===== src/rtl/noise_pkg.sv =====
//************************************************
// shared definitions of the noise estimator
// sample and statistic widths, frame sizing and
// the packed structs passed between the blocks
//************************************************

package noise_pkg;

	localparam int DATA_WIDTH      = 8;
	localparam int MAX_LOG2_BLOCKS = 4;  // sizes the frame accumulators
	localparam int SQ_WIDTH        = 2 * DATA_WIDTH;

	typedef logic [DATA_WIDTH-1:0] sample_t;

	// mean, mean of squares or variance
	typedef logic [SQ_WIDTH-1:0] stat_t;

	// one accepted sample on its way to both units
	typedef struct packed {
		sample_t data;
		logic    block_last;
		logic    frame_last;
	} sample_beat_t;

	typedef struct packed {
		stat_t mean;
		logic  frame_last;  // block closes the frame
	} mean_result_t;

	typedef struct packed {
		stat_t mean;
		stat_t variance;
	} block_stats_t;

	typedef struct packed {
		stat_t noise_mean;
		stat_t noise_variance;
	} noise_result_t;

endpackage

===== src/rtl/noise_estimator_top.sv =====
//************************************************
// noise estimator top level
// frame controller, block mean and energy units
// and the combiner
//************************************************

module noise_estimator_top
	import noise_pkg::*;
#(
	parameter int LOG2_SAMPLES = 6
) (
	input  logic          clk,
	input  logic          rst_n,
	input  logic          start_of_frame,
	input  logic [2:0]    log2_blocks,
	input  sample_t       sample,
	input  logic          sample_valid,
	output logic          sampling,
	output logic          block_valid,
	output block_stats_t  block_stats,
	output logic          noise_valid,
	output noise_result_t noise
);

	sample_beat_t beat;
	logic         beat_en;
	logic         mean_ready;
	mean_result_t mean_res;
	logic         energy_ready;
	stat_t        energy;

	noise_estimation_fsm #(
		.LOG2_SAMPLES(LOG2_SAMPLES)
	) u_noise_estimation_fsm (
		.clk            (clk),
		.rst_n          (rst_n),
		.start_of_frame (start_of_frame),
		.log2_blocks    (log2_blocks),
		.sample         (sample),
		.sample_valid   (sample_valid),
		.block_valid    (block_valid),  // end of block back to the controller
		.sampling       (sampling),
		.beat           (beat),
		.beat_en        (beat_en)
	);

	block_mean_unit #(
		.LOG2_SAMPLES(LOG2_SAMPLES)
	) u_block_mean_unit (
		.clk        (clk),
		.rst_n      (rst_n),
		.beat       (beat),
		.beat_en    (beat_en),
		.mean_ready (mean_ready),
		.mean_res   (mean_res)
	);

	block_energy_unit #(
		.LOG2_SAMPLES(LOG2_SAMPLES)
	) u_block_energy_unit (
		.clk          (clk),
		.rst_n        (rst_n),
		.beat         (beat),
		.beat_en      (beat_en),
		.energy_ready (energy_ready),
		.energy       (energy)
	);

	noise_combiner u_noise_combiner (
		.clk          (clk),
		.rst_n        (rst_n),
		.log2_blocks  (log2_blocks),
		.mean_ready   (mean_ready),
		.mean_res     (mean_res),
		.energy_ready (energy_ready),
		.energy       (energy),
		.block_valid  (block_valid),
		.block_stats  (block_stats),
		.noise_valid  (noise_valid),
		.noise        (noise)
	);

endmodule


===== src/rtl/noise_combiner.sv =====
//************************************************
// noise combiner
// block variance from mean and mean of squares,
// frame sums of block statistics and the frame
// noise mean and variance
//************************************************

module noise_combiner
	import noise_pkg::*;
(
	input  logic          clk,
	input  logic          rst_n,
	input  logic [2:0]    log2_blocks,
	input  logic          mean_ready,
	input  mean_result_t  mean_res,
	input  logic          energy_ready,
	input  stat_t         energy,
	output logic          block_valid,
	output block_stats_t  block_stats,
	output logic          noise_valid,
	output noise_result_t noise
);

	localparam int FSUM_WIDTH = SQ_WIDTH + MAX_LOG2_BLOCKS;

	logic                  stats_en;
	stat_t                 mean_sq;
	stat_t                 variance;
	logic                  frame_last_q;
	logic [FSUM_WIDTH-1:0] mean_sum;
	logic [FSUM_WIDTH-1:0] var_sum;

	assign stats_en = mean_ready && energy_ready;
	assign mean_sq  = mean_res.mean * mean_res.mean;
	assign variance = energy - mean_sq;  // never negative after truncation

	always_ff @(posedge clk or negedge rst_n) begin
		if (!rst_n) begin
			block_valid  <= 1'b0;
			frame_last_q <= 1'b0;
			noise_valid  <= 1'b0;
			mean_sum     <= '0;
			var_sum      <= '0;
		end else begin
			block_valid <= stats_en;
			noise_valid <= block_valid && frame_last_q;
			if (stats_en) begin
				frame_last_q <= mean_res.frame_last;
				mean_sum     <= mean_sum + FSUM_WIDTH'(mean_res.mean);
				var_sum      <= var_sum + FSUM_WIDTH'(variance);
			end else if (block_valid && frame_last_q) begin
				// frame result is taken below and the next frame starts clean
				frame_last_q <= 1'b0;
				mean_sum     <= '0;
				var_sum      <= '0;
			end
		end
	end

	always_ff @(posedge clk) begin
		if (stats_en) begin
			block_stats.mean     <= mean_res.mean;
			block_stats.variance <= variance;
		end
		if (block_valid && frame_last_q) begin
			noise.noise_mean     <= stat_t'(mean_sum >> log2_blocks);
			noise.noise_variance <= stat_t'(var_sum >> log2_blocks);
		end
	end

endmodule


===== src/rtl/block_energy_unit.sv =====
//************************************************
// block energy unit
// squares accepted samples, sums the squares over
// one block and registers the truncated mean of
// squares
//************************************************

module block_energy_unit
	import noise_pkg::*;
#(
	parameter int LOG2_SAMPLES = 6
) (
	input  logic         clk,
	input  logic         rst_n,
	input  sample_beat_t beat,
	input  logic         beat_en,
	output logic         energy_ready,
	output stat_t        energy
);

	localparam int SUM_WIDTH = SQ_WIDTH + LOG2_SAMPLES;

	stat_t                sample_sq;
	logic [SUM_WIDTH-1:0] sum;
	logic [SUM_WIDTH-1:0] sum_next;

	assign sample_sq = SQ_WIDTH'(beat.data) * SQ_WIDTH'(beat.data);
	assign sum_next  = sum + SUM_WIDTH'(sample_sq);

	always_ff @(posedge clk or negedge rst_n) begin
		if (!rst_n) begin
			sum          <= '0;
			energy_ready <= 1'b0;
		end else begin
			energy_ready <= beat_en && beat.block_last;  // in step with mean_ready
			if (beat_en) begin
				// restart at zero for the next block
				sum <= beat.block_last ? '0 : sum_next;
			end
		end
	end

	always_ff @(posedge clk) begin
		if (beat_en && beat.block_last) begin
			energy <= stat_t'(sum_next >> LOG2_SAMPLES);
		end
	end

endmodule


===== src/rtl/block_mean_unit.sv =====
//************************************************
// block mean unit
// sums accepted samples over one block and
// registers the truncated block mean
//************************************************

module block_mean_unit
	import noise_pkg::*;
#(
	parameter int LOG2_SAMPLES = 6
) (
	input  logic         clk,
	input  logic         rst_n,
	input  sample_beat_t beat,
	input  logic         beat_en,
	output logic         mean_ready,
	output mean_result_t mean_res
);

	localparam int SUM_WIDTH = DATA_WIDTH + LOG2_SAMPLES;

	logic [SUM_WIDTH-1:0] sum;
	logic [SUM_WIDTH-1:0] sum_next;

	// running sum including the current beat
	assign sum_next = sum + SUM_WIDTH'(beat.data);

	always_ff @(posedge clk or negedge rst_n) begin
		if (!rst_n) begin
			sum        <= '0;
			mean_ready <= 1'b0;
		end else begin
			mean_ready <= beat_en && beat.block_last;
			if (beat_en) begin
				sum <= beat.block_last ? '0 : sum_next;
			end
		end
	end

	always_ff @(posedge clk) begin
		if (beat_en && beat.block_last) begin
			mean_res.mean       <= stat_t'(sum_next >> LOG2_SAMPLES);
			mean_res.frame_last <= beat.frame_last;
		end
	end

endmodule


===== src/rtl/noise_estimation_fsm.sv =====
//************************************************
// frame controller of the noise estimator
// idle / read_block / wait_stats FSM with sample
// and block counters, tags block and frame ends
// on the accepted beats
//************************************************

module noise_estimation_fsm
	import noise_pkg::*;
#(
	parameter int LOG2_SAMPLES = 6
) (
	input  logic         clk,
	input  logic         rst_n,
	input  logic         start_of_frame,
	input  logic [2:0]   log2_blocks,
	input  sample_t      sample,
	input  logic         sample_valid,
	input  logic         block_valid,
	output logic         sampling,
	output sample_beat_t beat,
	output logic         beat_en
);

	typedef enum logic [1:0] {
		IDLE       = 2'd0,
		READ_BLOCK = 2'd1,
		WAIT_STATS = 2'd2
	} state_t;

	state_t state, next_state;

	logic [LOG2_SAMPLES-1:0]    sample_cnt;
	logic [MAX_LOG2_BLOCKS-1:0] block_cnt;
	logic [2:0]                 log2_blocks_q;  // frame size held for the whole frame
	logic [MAX_LOG2_BLOCKS:0]   num_blocks;
	logic                       block_end;
	logic                       last_block;

	assign num_blocks = (MAX_LOG2_BLOCKS + 1)'(1) << log2_blocks_q;
	assign last_block = ({1'b0, block_cnt} == num_blocks - 1'b1);

	assign sampling  = (state == READ_BLOCK);
	assign beat_en   = sampling && sample_valid;
	assign block_end = (sample_cnt == {LOG2_SAMPLES{1'b1}});

	// beat fields follow the counters and are qualified by beat_en
	assign beat.data       = sample;
	assign beat.block_last = block_end;
	assign beat.frame_last = block_end && last_block;

	always_ff @(posedge clk or negedge rst_n) begin
		if (!rst_n) begin
			state <= IDLE;
		end else begin
			state <= next_state;
		end
	end

	always_comb begin
		next_state = state;
		case (state)
			IDLE: begin
				if (start_of_frame) begin
					next_state = READ_BLOCK;
				end
			end
			READ_BLOCK: begin
				if (beat_en && block_end) begin
					next_state = WAIT_STATS;
				end
			end
			WAIT_STATS: begin
				// combiner has closed the block
				if (block_valid) begin
					next_state = last_block ? IDLE : READ_BLOCK;
				end
			end
			default: begin
				next_state = IDLE;
			end
		endcase
	end

	always_ff @(posedge clk or negedge rst_n) begin
		if (!rst_n) begin
			sample_cnt    <= '0;
			block_cnt     <= '0;
			log2_blocks_q <= '0;
		end else begin
			case (state)
				IDLE: begin
					sample_cnt <= '0;
					block_cnt  <= '0;
					if (start_of_frame) begin
						log2_blocks_q <= log2_blocks;
					end
				end
				READ_BLOCK: begin
					if (beat_en) begin
						sample_cnt <= sample_cnt + 1'b1;  // wraps to 0 at block end
					end
				end
				WAIT_STATS: begin
					if (block_valid && !last_block) begin
						block_cnt <= block_cnt + 1'b1;
					end
				end
				default: begin
					sample_cnt <= '0;
					block_cnt  <= '0;
				end
			endcase
		end
	end

endmodule


===== config.mk =====
export PLATFORM = sky130hd
export DESIGN_NAME = noise_estimator_top
export DESIGN_NICKNAME = d
export VERILOG_FILES = /design/src/rtl/noise_pkg.sv /design/src/rtl/noise_estimator_top.sv /design/src/rtl/noise_combiner.sv /design/src/rtl/block_energy_unit.sv /design/src/rtl/block_mean_unit.sv /design/src/rtl/noise_estimation_fsm.sv
export SDC_FILE = /design/constraint.sdc
export NUM_CORES = 1
export LEC_CHECK = 0
export BUFFER_PORTS_ARGS = -buffer_cell sky130_fd_sc_hd__buf_2
export CAP_MARGIN = 10
export CORE_ASPECT_RATIO = 1.75
export CORE_MARGIN = 2
export CORE_UTILIZATION = 28
export DETAILED_ROUTE_END_ITERATION = 6
export GPL_ROUTABILITY_DRIVEN = 0
export PLACE_DENSITY = 0.49
export SLEW_MARGIN = 30
export SYNTH_ARGS = -nofsm -noshare
export SYNTH_HDL_FRONTEND = slang
export SYNTH_HIERARCHICAL = 1
export SYNTH_SLANG_ARGS = --single-unit

===== constraint.sdc =====
create_clock -name clk -period 18.3 [get_ports clk]
set_clock_uncertainty 0.15 [all_clocks]
set_input_delay 5.49 -clock clk [delete_from_list [all_inputs] [get_ports clk]]
set_output_delay 5.49 -clock clk [all_outputs]
set_load 0.01 [all_outputs]

* Yosys cells after proc, flatten, opt, wreduce, memory -nomap -nowiden
Index checks and enable logic that the tools add are counted.
** Storage, ports and cells
- Input bits :: 15
- Output and inout port bits :: 67
- Word-level logic and storage cells :: 71
- Register bits :: 176
** Cells by class
- Multiply operators :: 2
- Equality and inequality tests :: 9
- Add/sub/neg operators :: 8
- Bitwise gates (word level) :: 2
- Shifts and indexed selects :: 3
- Reduce and logical (&&, ||, !) cells :: 12
- Mux-type cells :: 16
** Operator list (count)
- 2-to-1 mux 20 bit :: 3
- >> shifter 20 x 3 -> 16 bit :: 2
- multiplier 8 x 8 -> 16 bit :: 2
- adder 22 x 16 -> 22 bit :: 1
- 2-to-1 mux 22 bit :: 1
- adder 20 x 16 -> 20 bit :: 1
- adder 20 x 8 -> 20 bit :: 1
- subtractor 16 bit :: 1
- adder 14 x 8 -> 14 bit :: 1
- 2-to-1 mux 14 bit :: 1
- case mux 6 bit (2 select lines) :: 1
- != test 2 x 1 -> 1 bit (second input constant) :: 4
- case mux 4 bit (2 select lines) :: 1
- adder 6 x 1 -> 6 bit (second input constant) :: 1
- equality test 6 bit (second input constant) :: 1
- 2-to-1 mux 2 bit :: 3
- 2-to-1 mux 6 bit :: 1
- case mux 2 bit (3 select lines) :: 1
- AND reduction 2 bit :: 3
- equality test 4 x 5 -> 1 bit :: 1
- logical AND 1 bit :: 5
- << shifter 1 x 3 -> 5 bit (first input constant) :: 1
- subtractor 5 x 1 -> 5 bit (second input constant) :: 1
- adder 4 x 1 -> 4 bit (second input constant) :: 1
- 10 further kinds :: 13

* Longest topological paths before layout
Gate-level depths: netlist of run 1.
- Depth after elaboration :: 7
- Gate-level depth with buffers :: 29
- Gate-level depth less buffers :: 28

* Hierarchy
The synthesis of run 1 kept the hierarchy.
** By module, submodules not included
- noise_combiner :: instances 1, seq. area each 2997.9 sq um, area each 10159.7 sq um, cells each 1037
- block_energy_unit :: instances 1, seq. area each 1056.0 sq um, area each 3872.5 sq um, cells each 399
- block_mean_unit :: instances 1, seq. area each 645.6 sq um, area each 1447.6 sq um, cells each 128
- noise_estimation_fsm :: instances 1, seq. area each 375.4 sq um, area each 904.6 sq um, cells each 98

* Least setup slack after synthesis of run 1
OpenSTA, ideal clock, no wires.
- Path type :: input port to flip-flop
- From :: in sample[5]
- To :: reg u_block_energy_unit.energy[13], data pin
- Stages :: 17
- Setup time :: 263 ps
- Buffers on the path :: 2
- Arrival :: 9486 ps
- Setup slack :: 8401 ps
- Required time :: 17887 ps
- Cells stage by stage :: buf_4 -> clkbuf_1 -> inv_1 -> nor2_1 -> ha_1 -> xnor2_1 -> fa_1 -> fa_1 -> inv_1 -> fa_1 -> inv_1 -> ha_1 -> a21oi_1 -> o211ai_2 -> a2111oi_4 -> nor2_1 -> xor2_1
** On the way
- Word-level cells in the longest chain between the ends :: 2
** Ends and longest elaborated chain
- from (decl) :: line noise_estimator_top.sv:16 : input sample_t sample,
- multiplier 8 x 8 -> 16 bit :: line block_energy_unit.sv:27 : assign sample_sq = SQ_WIDTH'(beat.data) * SQ_WIDTH'(beat.data);
- adder 22 x 16 -> 22 bit :: line block_energy_unit.sv:28 : assign sum_next = sum + SUM_WIDTH'(sample_sq);
- via u_block_energy_unit.sum_next[19] :: line block_energy_unit.sv:25 : logic [SUM_WIDTH-1:0] sum_next;
- to (signal assigned) :: line block_energy_unit.sv:45 : energy <= stat_t'(sum_next >> LOG2_SAMPLES);
- to (decl) :: line block_energy_unit.sv:18 : output stat_t energy
The timed path passes the listed nets, and every way through them passes these cells.
A chain may end at the register's enable or synchronous reset.

* Worst setup path in the final report of run 1
- From :: in sample[1]
- To :: reg u_block_energy_unit.energy[8], data pin
Same word-level chain as after synthesis.

==> results.py, run 1 <==
metrics = {
    "finish": {
        "n_antenna_cell": 0,
        "final_common_cell": "inv_1",
        "final_cell_area_mm2": 0.0182,
        "flow.area_growth_from_synthesis_pct": 11.2,
        "utilization_pct": 31.4,
        "layout_common_cells": "inv_1, nand2_1, ha_1",
        "drive_gt1_share_pct": 11.7,
        "fillers": 6089,
        "ff_latch_area_mm2": 0.00507,
        "instances_no_fill": 2507,
        "multi_input_area_mm2": 0.0101,
        "fin_nets": 2005,
    },
    "clock_tree": {
        "cts_tree": "done",
        "path_clk_slew_ns": 0.08,
        "cts-hold-fix-buffers": 0,
        "h-tree-depth": 4,
        "numCtsBuffers": 17,
        "root_buffer": "clkbuf_16",
        "cts_sinks": 185,
        "cts_buffer_depth": 2,
        "cts_repair_resize_count": 0,
        "post_cts_buffers": 0,
        "worst_skew_pair.late_latency_ns": 0.47,
    },
    "power_and_ir_drop": {
        "seqPwrFrac_pct": 23.9,
        "p_sw_w": 0.00104,
        "p_sw_share_pct": 45.2,
        "p_comb_share_pct": 59.5,
        "ir_drop_v": 0.0000846,
        "p_int_w": 0.00127,
        "power_frac_clock_pct": 16.6,
        "p_per_area_mw_per_mm2": 127,
        "p_leak_nw": 8.36,
    },
    "place": {
        "dpl-instance-area_mm2": 0.0176,
        "dpl.cell_count": 2474,
        "dp_hpwl_um": 31600,
        "io_buffers": 81,
    },
    "global_route": {
        "grt_max_degree": 67,
        "track_usage_pct": 13.4,
        "grt_pass1_vias": 12009,
        "grt_pass1_wl_um": 64000,
        "grt_overflow": 0,
        "antenna_found_initial": 0,
    },
    "critical_path": {
        "rrSetupSlack_ns": 10.73,
        "cp-end-kind": "flip-flop",
        "critPathArrivalTime_ns": 9.68,
        "worstReg2RegStart": "u_block_mean_unit/mean_res[3]$_DFFE_PP_",
        "critPathKind": "primary input to flip-flop",
        "cp_num_buf_inv": 6,
        "path_cells": "buf_2, and2_1, inv_1, fa_1, inv_1, fa_1, fa_1, inv_1, fa_1, inv_1, ha_1, o21ai_0, nor2_1, a21oi_1, o21ai_0, xnor2_1, inv_1",
        "crit_start": "sample[1]",
        "cp_slowest_stage_delay_ns": 0.53,
        "cp_top_family": "adder cells",
        "crit_fanout": 10,
        "r2r_cells": 25,
        "cp.required_ns": 18.36,
        "crit_slowest_cell": "fa_1",
        "worst_path_most_repeated_cell": "inv_1",
        "r2r-end": "u_noise_combiner/var_sum[18]$_DFFE_PN0P_",
        "cp-start-kind": "primary input",
    },
    "flow_run": {
        "max_cap_violations": 0,
    },
    "detailed_routing": {
        "wl_per_cell_um": 16.0,
        "drc_errors": 0,
        "route.vias.total": 11707,
        "antenna_left": 0,
        "routed_wirelength_um": 40000,
        "drt_iter0_markers": 562,
        "dr.pass1.iters": 5,
        "viasPerCell": 4.67,
    },
    "floorplanning": {
        "dieArea_mm2": 0.0605,
        "die_x_um": 187,
        "die_y_um": 324,
        "core-area_mm2": 0.0580,
        "row_count": 117,
        "ios": 82,
        "start_util_pct": 28.3,
    },
    "synth": {
        "yosysSeqAreaShare_pct": 31.0,
        "ys.warnings.count": 6,
        "avgSynthCellArea_um2": 9.86,
        "ys_ff_latch": 185,
        "ys.flop_type": "dfrtp_1",
        "synth_edf_count": 89,
        "synthesis.instances": 1662,
        "synth-async-reset-ratio_pct": 51.9,
        "syn_area_mm2": 0.0164,
        "synth.distinct_cells": 87,
    },
    "sta": {
        "hold_viol_final": 0,
        "tns_ns": 0,
        "rsz0062_at_grt": "no",
        "tightest_slew_ns": 0.829,
        "slew_headroom_pct": 44.7,
        "setup_violations": 0,
        "finalMaxSlewViolations": 0,
        "fmax_mhz": 104,
        "period_needed_ns": 9.61,
        "whs_ns": 0.325,
        "fin_crit_sh_pct": 52.5,
    },
    "worst_hold_path": {
        "hold_class": "flip-flop to flip-flop",
        "worst_hold_path.endpoint": "u_noise_combiner/frame_last_q$_DFFE_PN0P_",
        "hp-start": "u_block_mean_unit/mean_res[0]$_DFFE_PP_",
        "whs_path_depth": 2,
    },
    "run_status": {
        "status": "finished, final reports clean",
    },
}
-- power groups by stage --
| stage | clock (W) | sequential, W | combinational (W) |
|---|---|---|---|
| after floorplan | 0 | 0.000553 | 0.00106 |
| after global placement | 0 | 0.000560 | 0.00137 |
| after detailed placement | 0 | 0.000561 | 0.00138 |
| after CTS | 0.000397 | 0.000552 | 0.00139 |
| after global routing | 0.000410 | 0.000559 | 0.00155 |
| final | 0.000383 | 0.000552 | 0.00137 |
-- how the worst max path moves through the flow --
stage	depth (start not counted)	to	slack, ns
CTS	17	u_block_energy_unit/energy[10]$_DFFE_PP_	8.66
global placement	17	u_block_energy_unit/energy[8]$_DFFE_PP_	8.14
global route	17	u_block_energy_unit/energy[10]$_DFFE_PP_	8.44
detailed placement	17	u_block_energy_unit/energy[10]$_DFFE_PP_	8.17
finish	17	u_block_energy_unit/energy[8]$_DFFE_PP_	8.69
floorplan	17	u_block_energy_unit/energy[13]$_DFFE_PP_	8.40
-- cell type report --
class                      count  share of cell area (%)
inverter                     262                    5.40
multi-input combinational   1161                    55.2
sequential                   185                    27.9
clock inverter                15                   0.961
clock buffer                  17                    2.33
timing repair buffer          94                    2.90
tap                          773                    5.31
-- synth_stat cells, types with 4 or more instances --
cell type | instances | share of area (%)
clkbuf_1 | 38 | 0.87
o211ai_1 | 18 | 0.82
or2_2 | 11 | 0.42
o21ai_1 | 12 | 0.37
nand2_1 | 143 | 3.3
dfrtp_1 | 96 | 15
or4_1 | 5 | 0.23
o22ai_1 | 16 | 0.61
a22o_1 | 6 | 0.32
o211ai_2 | 4 | 0.31
xor2_1 | 36 | 1.9
o21bai_1 | 6 | 0.27
a21oi_1 | 63 | 1.9
nand3_1 | 26 | 0.79
inv_2 | 5 | 0.11
buf_4 | 17 | 0.78
fa_1 | 126 | 15
o21ai_0 | 90 | 2.7
nor2b_1 | 12 | 0.46
a21boi_0 | 4 | 0.18
and3_1 | 7 | 0.27
nand2b_1 | 11 | 0.42
xnor2_1 | 55 | 2.9
a211o_1 | 5 | 0.27
mux2_2 | 18 | 1.2
inv_1 | 256 | 5.9
and2_1 | 58 | 2.2
a21o_1 | 31 | 1.4
ha_1 | 143 | 11
o31ai_1 | 10 | 0.46
nor4_1 | 5 | 0.19
mux2i_1 | 35 | 2.1
a211oi_1 | 9 | 0.41
or3_1 | 8 | 0.31
nand4_1 | 9 | 0.34
a31oi_1 | 6 | 0.23
nand3b_1 | 14 | 0.64
o21a_1 | 13 | 0.60
nor2_1 | 63 | 1.4
edfxtp_1 | 89 | 16
nor3_1 | 13 | 0.40
-- layer usage --
layer  share of wire, %  vias up  global-route usage (%)
met5                  0        -                       0
met2                 55      161                    26.3
met1                 40     5782                    14.6
met3                2.4       55                    1.67
met4                2.8        0                    4.90
li1                   -     5709                       -
-- registers in the layout (all words and copies together), names as in the netlist --
register,flops
u_block_energy_unit/energy,16
u_block_energy_unit/energy_ready,1
u_block_energy_unit/sum,22
u_block_mean_unit/mean_ready,1
u_block_mean_unit/mean_res,9
u_block_mean_unit/sum,14
u_noise_combiner/block_stats,32
u_noise_combiner/block_valid,1
u_noise_combiner/frame_last_q,1
u_noise_combiner/mean_sum,20
u_noise_combiner/noise,32
u_noise_combiner/noise_valid,1
u_noise_combiner/var_sum,20
u_noise_estimation_fsm/block_cnt,4
u_noise_estimation_fsm/log2_blocks_q,3
u_noise_estimation_fsm/sample_cnt,6
u_noise_estimation_fsm/state,2
-- kinds of logic (layout without fill, tap and decap cells) --
kind of cell | count (synthesis) | count (layout) | synth area share (%)
buffers and inverters | 323 | 388 | 7.81
and+or+nand+nor | 392 | 392 | 11.8
xor gates and xnor gates | 91 | 91 | 4.86
muxes | 57 | 57 | 3.79
AOI/OAI and AO/OA | 344 | 344 | 14.4
DFF | 185 | 185 | 31.0
other | 1 | 8 | 0.0229
adders and majority gates | 269 | 269 | 26.3
-- worst min-delay path, delay by kind of cell (launching register included) --
| kind | cells | cell delay (ns) |
|---|---|---|
| DFF | 1 | 0.35 |
| and+or+nand+nor | 2 | 0.10 |
-- through the flow --
stage / worst slack [ns] / power, W
2_1_floorplan: 8.40 / 0.00162
3_3_place_gp: 8.14 / 0.00193
3_5_place_dp: 8.17 / 0.00194
4_1_cts: 8.66 / 0.00234
5_1_grt: 8.44 / 0.00252
6_report: 8.69 / 0.00231
Note: power is estimated with default switching activity, not from simulation.
==> run 2: changes to the inputs <==
Settings changed: PLACE_DENSITY 0.49 to 0.5.
Clock period 18.3 ns to 8 ns, I/O delays scaled along.
==> run 2 against run 1 <==
  * First-iteration DRC count is 1.4% higher
  * Non-clock buffer count is 1 higher
  * Hold slack worse by 0.021 ns
  * Via count is 1.2% higher
  * Critical path type is now flip-flop to flip-flop
  * Largest power group unchanged
  * Highest routed layer unchanged
==> results.py, run 2 (synthesized netlist as in run 1, its figures left out) <==
metrics = {
    "finish": {
        "n_antenna_cell": 0,
        "fillers": 6120,
        "utilization_pct": 31.4,
        "drive_gt1_share_pct": 11.6,
        "largestRegisters": "u_noise_combiner/block_stats (32), u_noise_combiner/noise (32), u_block_energy_unit/sum (22)",
        "fin_nets": 2006,
        "layout_common_cells": "inv_1, nand2_1, ha_1",
        "final_common_cell": "inv_1",
        "flow.area_growth_from_synthesis_pct": 11.1,
    },
    "critical_path": {
        "cp-start-kind": "flip-flop",
        "critPathKind": "flip-flop to flip-flop",
        "worstReg2RegStart": "u_block_mean_unit/mean_res[7]$_DFFE_PP_",
        "crit_start": "u_block_mean_unit/mean_res[7]$_DFFE_PP_",
        "cp-end-kind": "flip-flop",
        "crit_fanout": 12,
        "cp_top_family": "adder cells",
        "cp_slowest_stage_delay_ns": 0.63,
        "cp.required_ns": 8.24,
        "cp_num_buf_inv": 3,
        "critPathArrivalTime_ns": 7.51,
        "crit_slowest_cell": "edfxtp_1",
    },
    "floorplanning": {
        "row_count": 117,
        "die_x_um": 187,
        "dieArea_mm2": 0.0605,
        "core-area_mm2": 0.0580,
        "start_util_pct": 28.3,
        "ios": 82,
        "die_y_um": 324,
    },
    "clock_tree": {
        "h-tree-depth": 4,
        "root_buffer": "clkbuf_16",
        "cts_sinks": 185,
        "cts_tree": "done",
        "cts-hold-fix-buffers": 0,
        "cts_repair_resize_count": 0,
        "path_clk_slew_ns": 0.08,
        "worst_skew_pair.late_latency_ns": 0.47,
        "numCtsBuffers": 17,
        "cts_buffer_depth": 2,
        "post_cts_buffers": 0,
    },
    "power_and_ir_drop": {
        "ir_drop_v": 0.000284,
        "seqPwrFrac_pct": 23.7,
        "p_sw_share_pct": 45.8,
        "p_comb_share_pct": 60.0,
        "p_per_area_mw_per_mm2": 294,
        "power_frac_clock_pct": 16.3,
        "p_int_w": 0.00290,
        "p_sw_w": 0.00245,
        "p_leak_nw": 8.35,
    },
    "detailed_routing": {
        "dr.pass1.iters": 4,
        "antenna_left": 0,
        "viasPerCell": 4.72,
        "drt_iter0_markers": 570,
        "drc_errors": 0,
        "route.vias.total": 11845,
        "routed_wirelength_um": 41400,
        "wl_per_cell_um": 16.5,
    },
    "sta": {
        "rsz0062_at_grt": "no",
        "finalMaxSlewViolations": 0,
        "fin_ws_ns": 0.728,
        "hold_viol_final": 0,
        "fin_crit_sh_pct": 90.9,
        "setup_violations": 0,
        "slew_headroom_pct": 36.2,
        "period_needed_ns": 7.27,
        "tightest_slew_ns": 0.955,
        "whs_ns": 0.304,
        "fmax_mhz": 138,
        "tns_ns": 0,
    },
    "worst_hold_path": {
        "hp-start": "u_block_mean_unit/mean_res[0]$_DFFE_PP_",
        "hold_class": "flip-flop to flip-flop",
    },
    "place": {
        "io_buffers": 81,
        "place_worst_setup_slack_ns": 0.759,
        "dp_hpwl_um": 33200,
    },
    "run_status": {
        "status": "finished, final reports clean",
    },
    "global_route": {
        "antenna_found_initial": 0,
        "grt_max_degree": 51,
        "grt_overflow": 0,
        "track_usage_pct": 14.0,
        "grt_pass1_vias": 12595,
        "grt_pass1_wl_um": 66600,
    },
    "flow_run": {
        "max_cap_violations": 0,
    },
}
==> run 2: routing by layer <==
layer,share of wire [%],global-route usage [%],wire [µm]
met1,38,14.5,15600
met2,57,28.1,23600
met3,1.8,1.28,746
met4,3.4,6.05,1410
met5,0,0,0
==> run 2: area by class of cell <==
type                       instances  area (µm²)  share of cell area (%)
timing repair buffer              95         513                    2.82
clock buffer                      17         425                    2.34
inverter                         262         983                    5.40
sequential                       185        5070                    27.9
clock inverter                    15         171                   0.942
multi-input combinational       1161       10100                    55.3
tap                              773         967                    5.31
==> run 2: worst min-delay path, stage by stage, from the launching register on <==
cell and delay, ns:
edfxtp_1 0.33, nand2_1 0.05, nand2_1 0.05
==> run 2: worst paths after layout <==
kind / slack [ns] / end / cells after the start
max: 0.73 / u_noise_combiner/var_sum[18]$_DFFE_PN0P_ / 26
min: 0.30 / u_noise_combiner/frame_last_q$_DFFE_PN0P_ / 2
max reg2reg: 0.73 / u_noise_combiner/var_sum[18]$_DFFE_PN0P_ / 26
min reg2reg: 0.30 / u_noise_combiner/frame_last_q$_DFFE_PN0P_ / 2
max in group asynchronous: 4.69 / u_block_energy_unit/sum[21]$_DFFE_PN0P_ / 2
min in group asynchronous: 1.80 / u_noise_estimation_fsm/log2_blocks_q[0]$_DFFE_PN0P_ / 1
==> run 2: through the flow <==
step	cells	area (µm²)	power [W]
after global placement	2476	17600	0.00442
after detailed placement	2476	17600	0.00447
final	2508	18200	0.00535
after floorplan	1669	16400	0.00370
after CTS	2508	18200	0.00538
after global routing	2508	18200	0.00581
==> run 2: power groups by stage <==
stage | Clock (W) | Sequential [W] | Combinational (W)
2_1_floorplan | 0 | 0.00126 | 0.00243
3_3_place_gp | 0 | 0.00128 | 0.00314
3_5_place_dp | 0 | 0.00128 | 0.00319
4_1_cts | 0.000904 | 0.00127 | 0.00321
5_1_grt | 0.000936 | 0.00128 | 0.00359
6_report | 0.000874 | 0.00127 | 0.00321
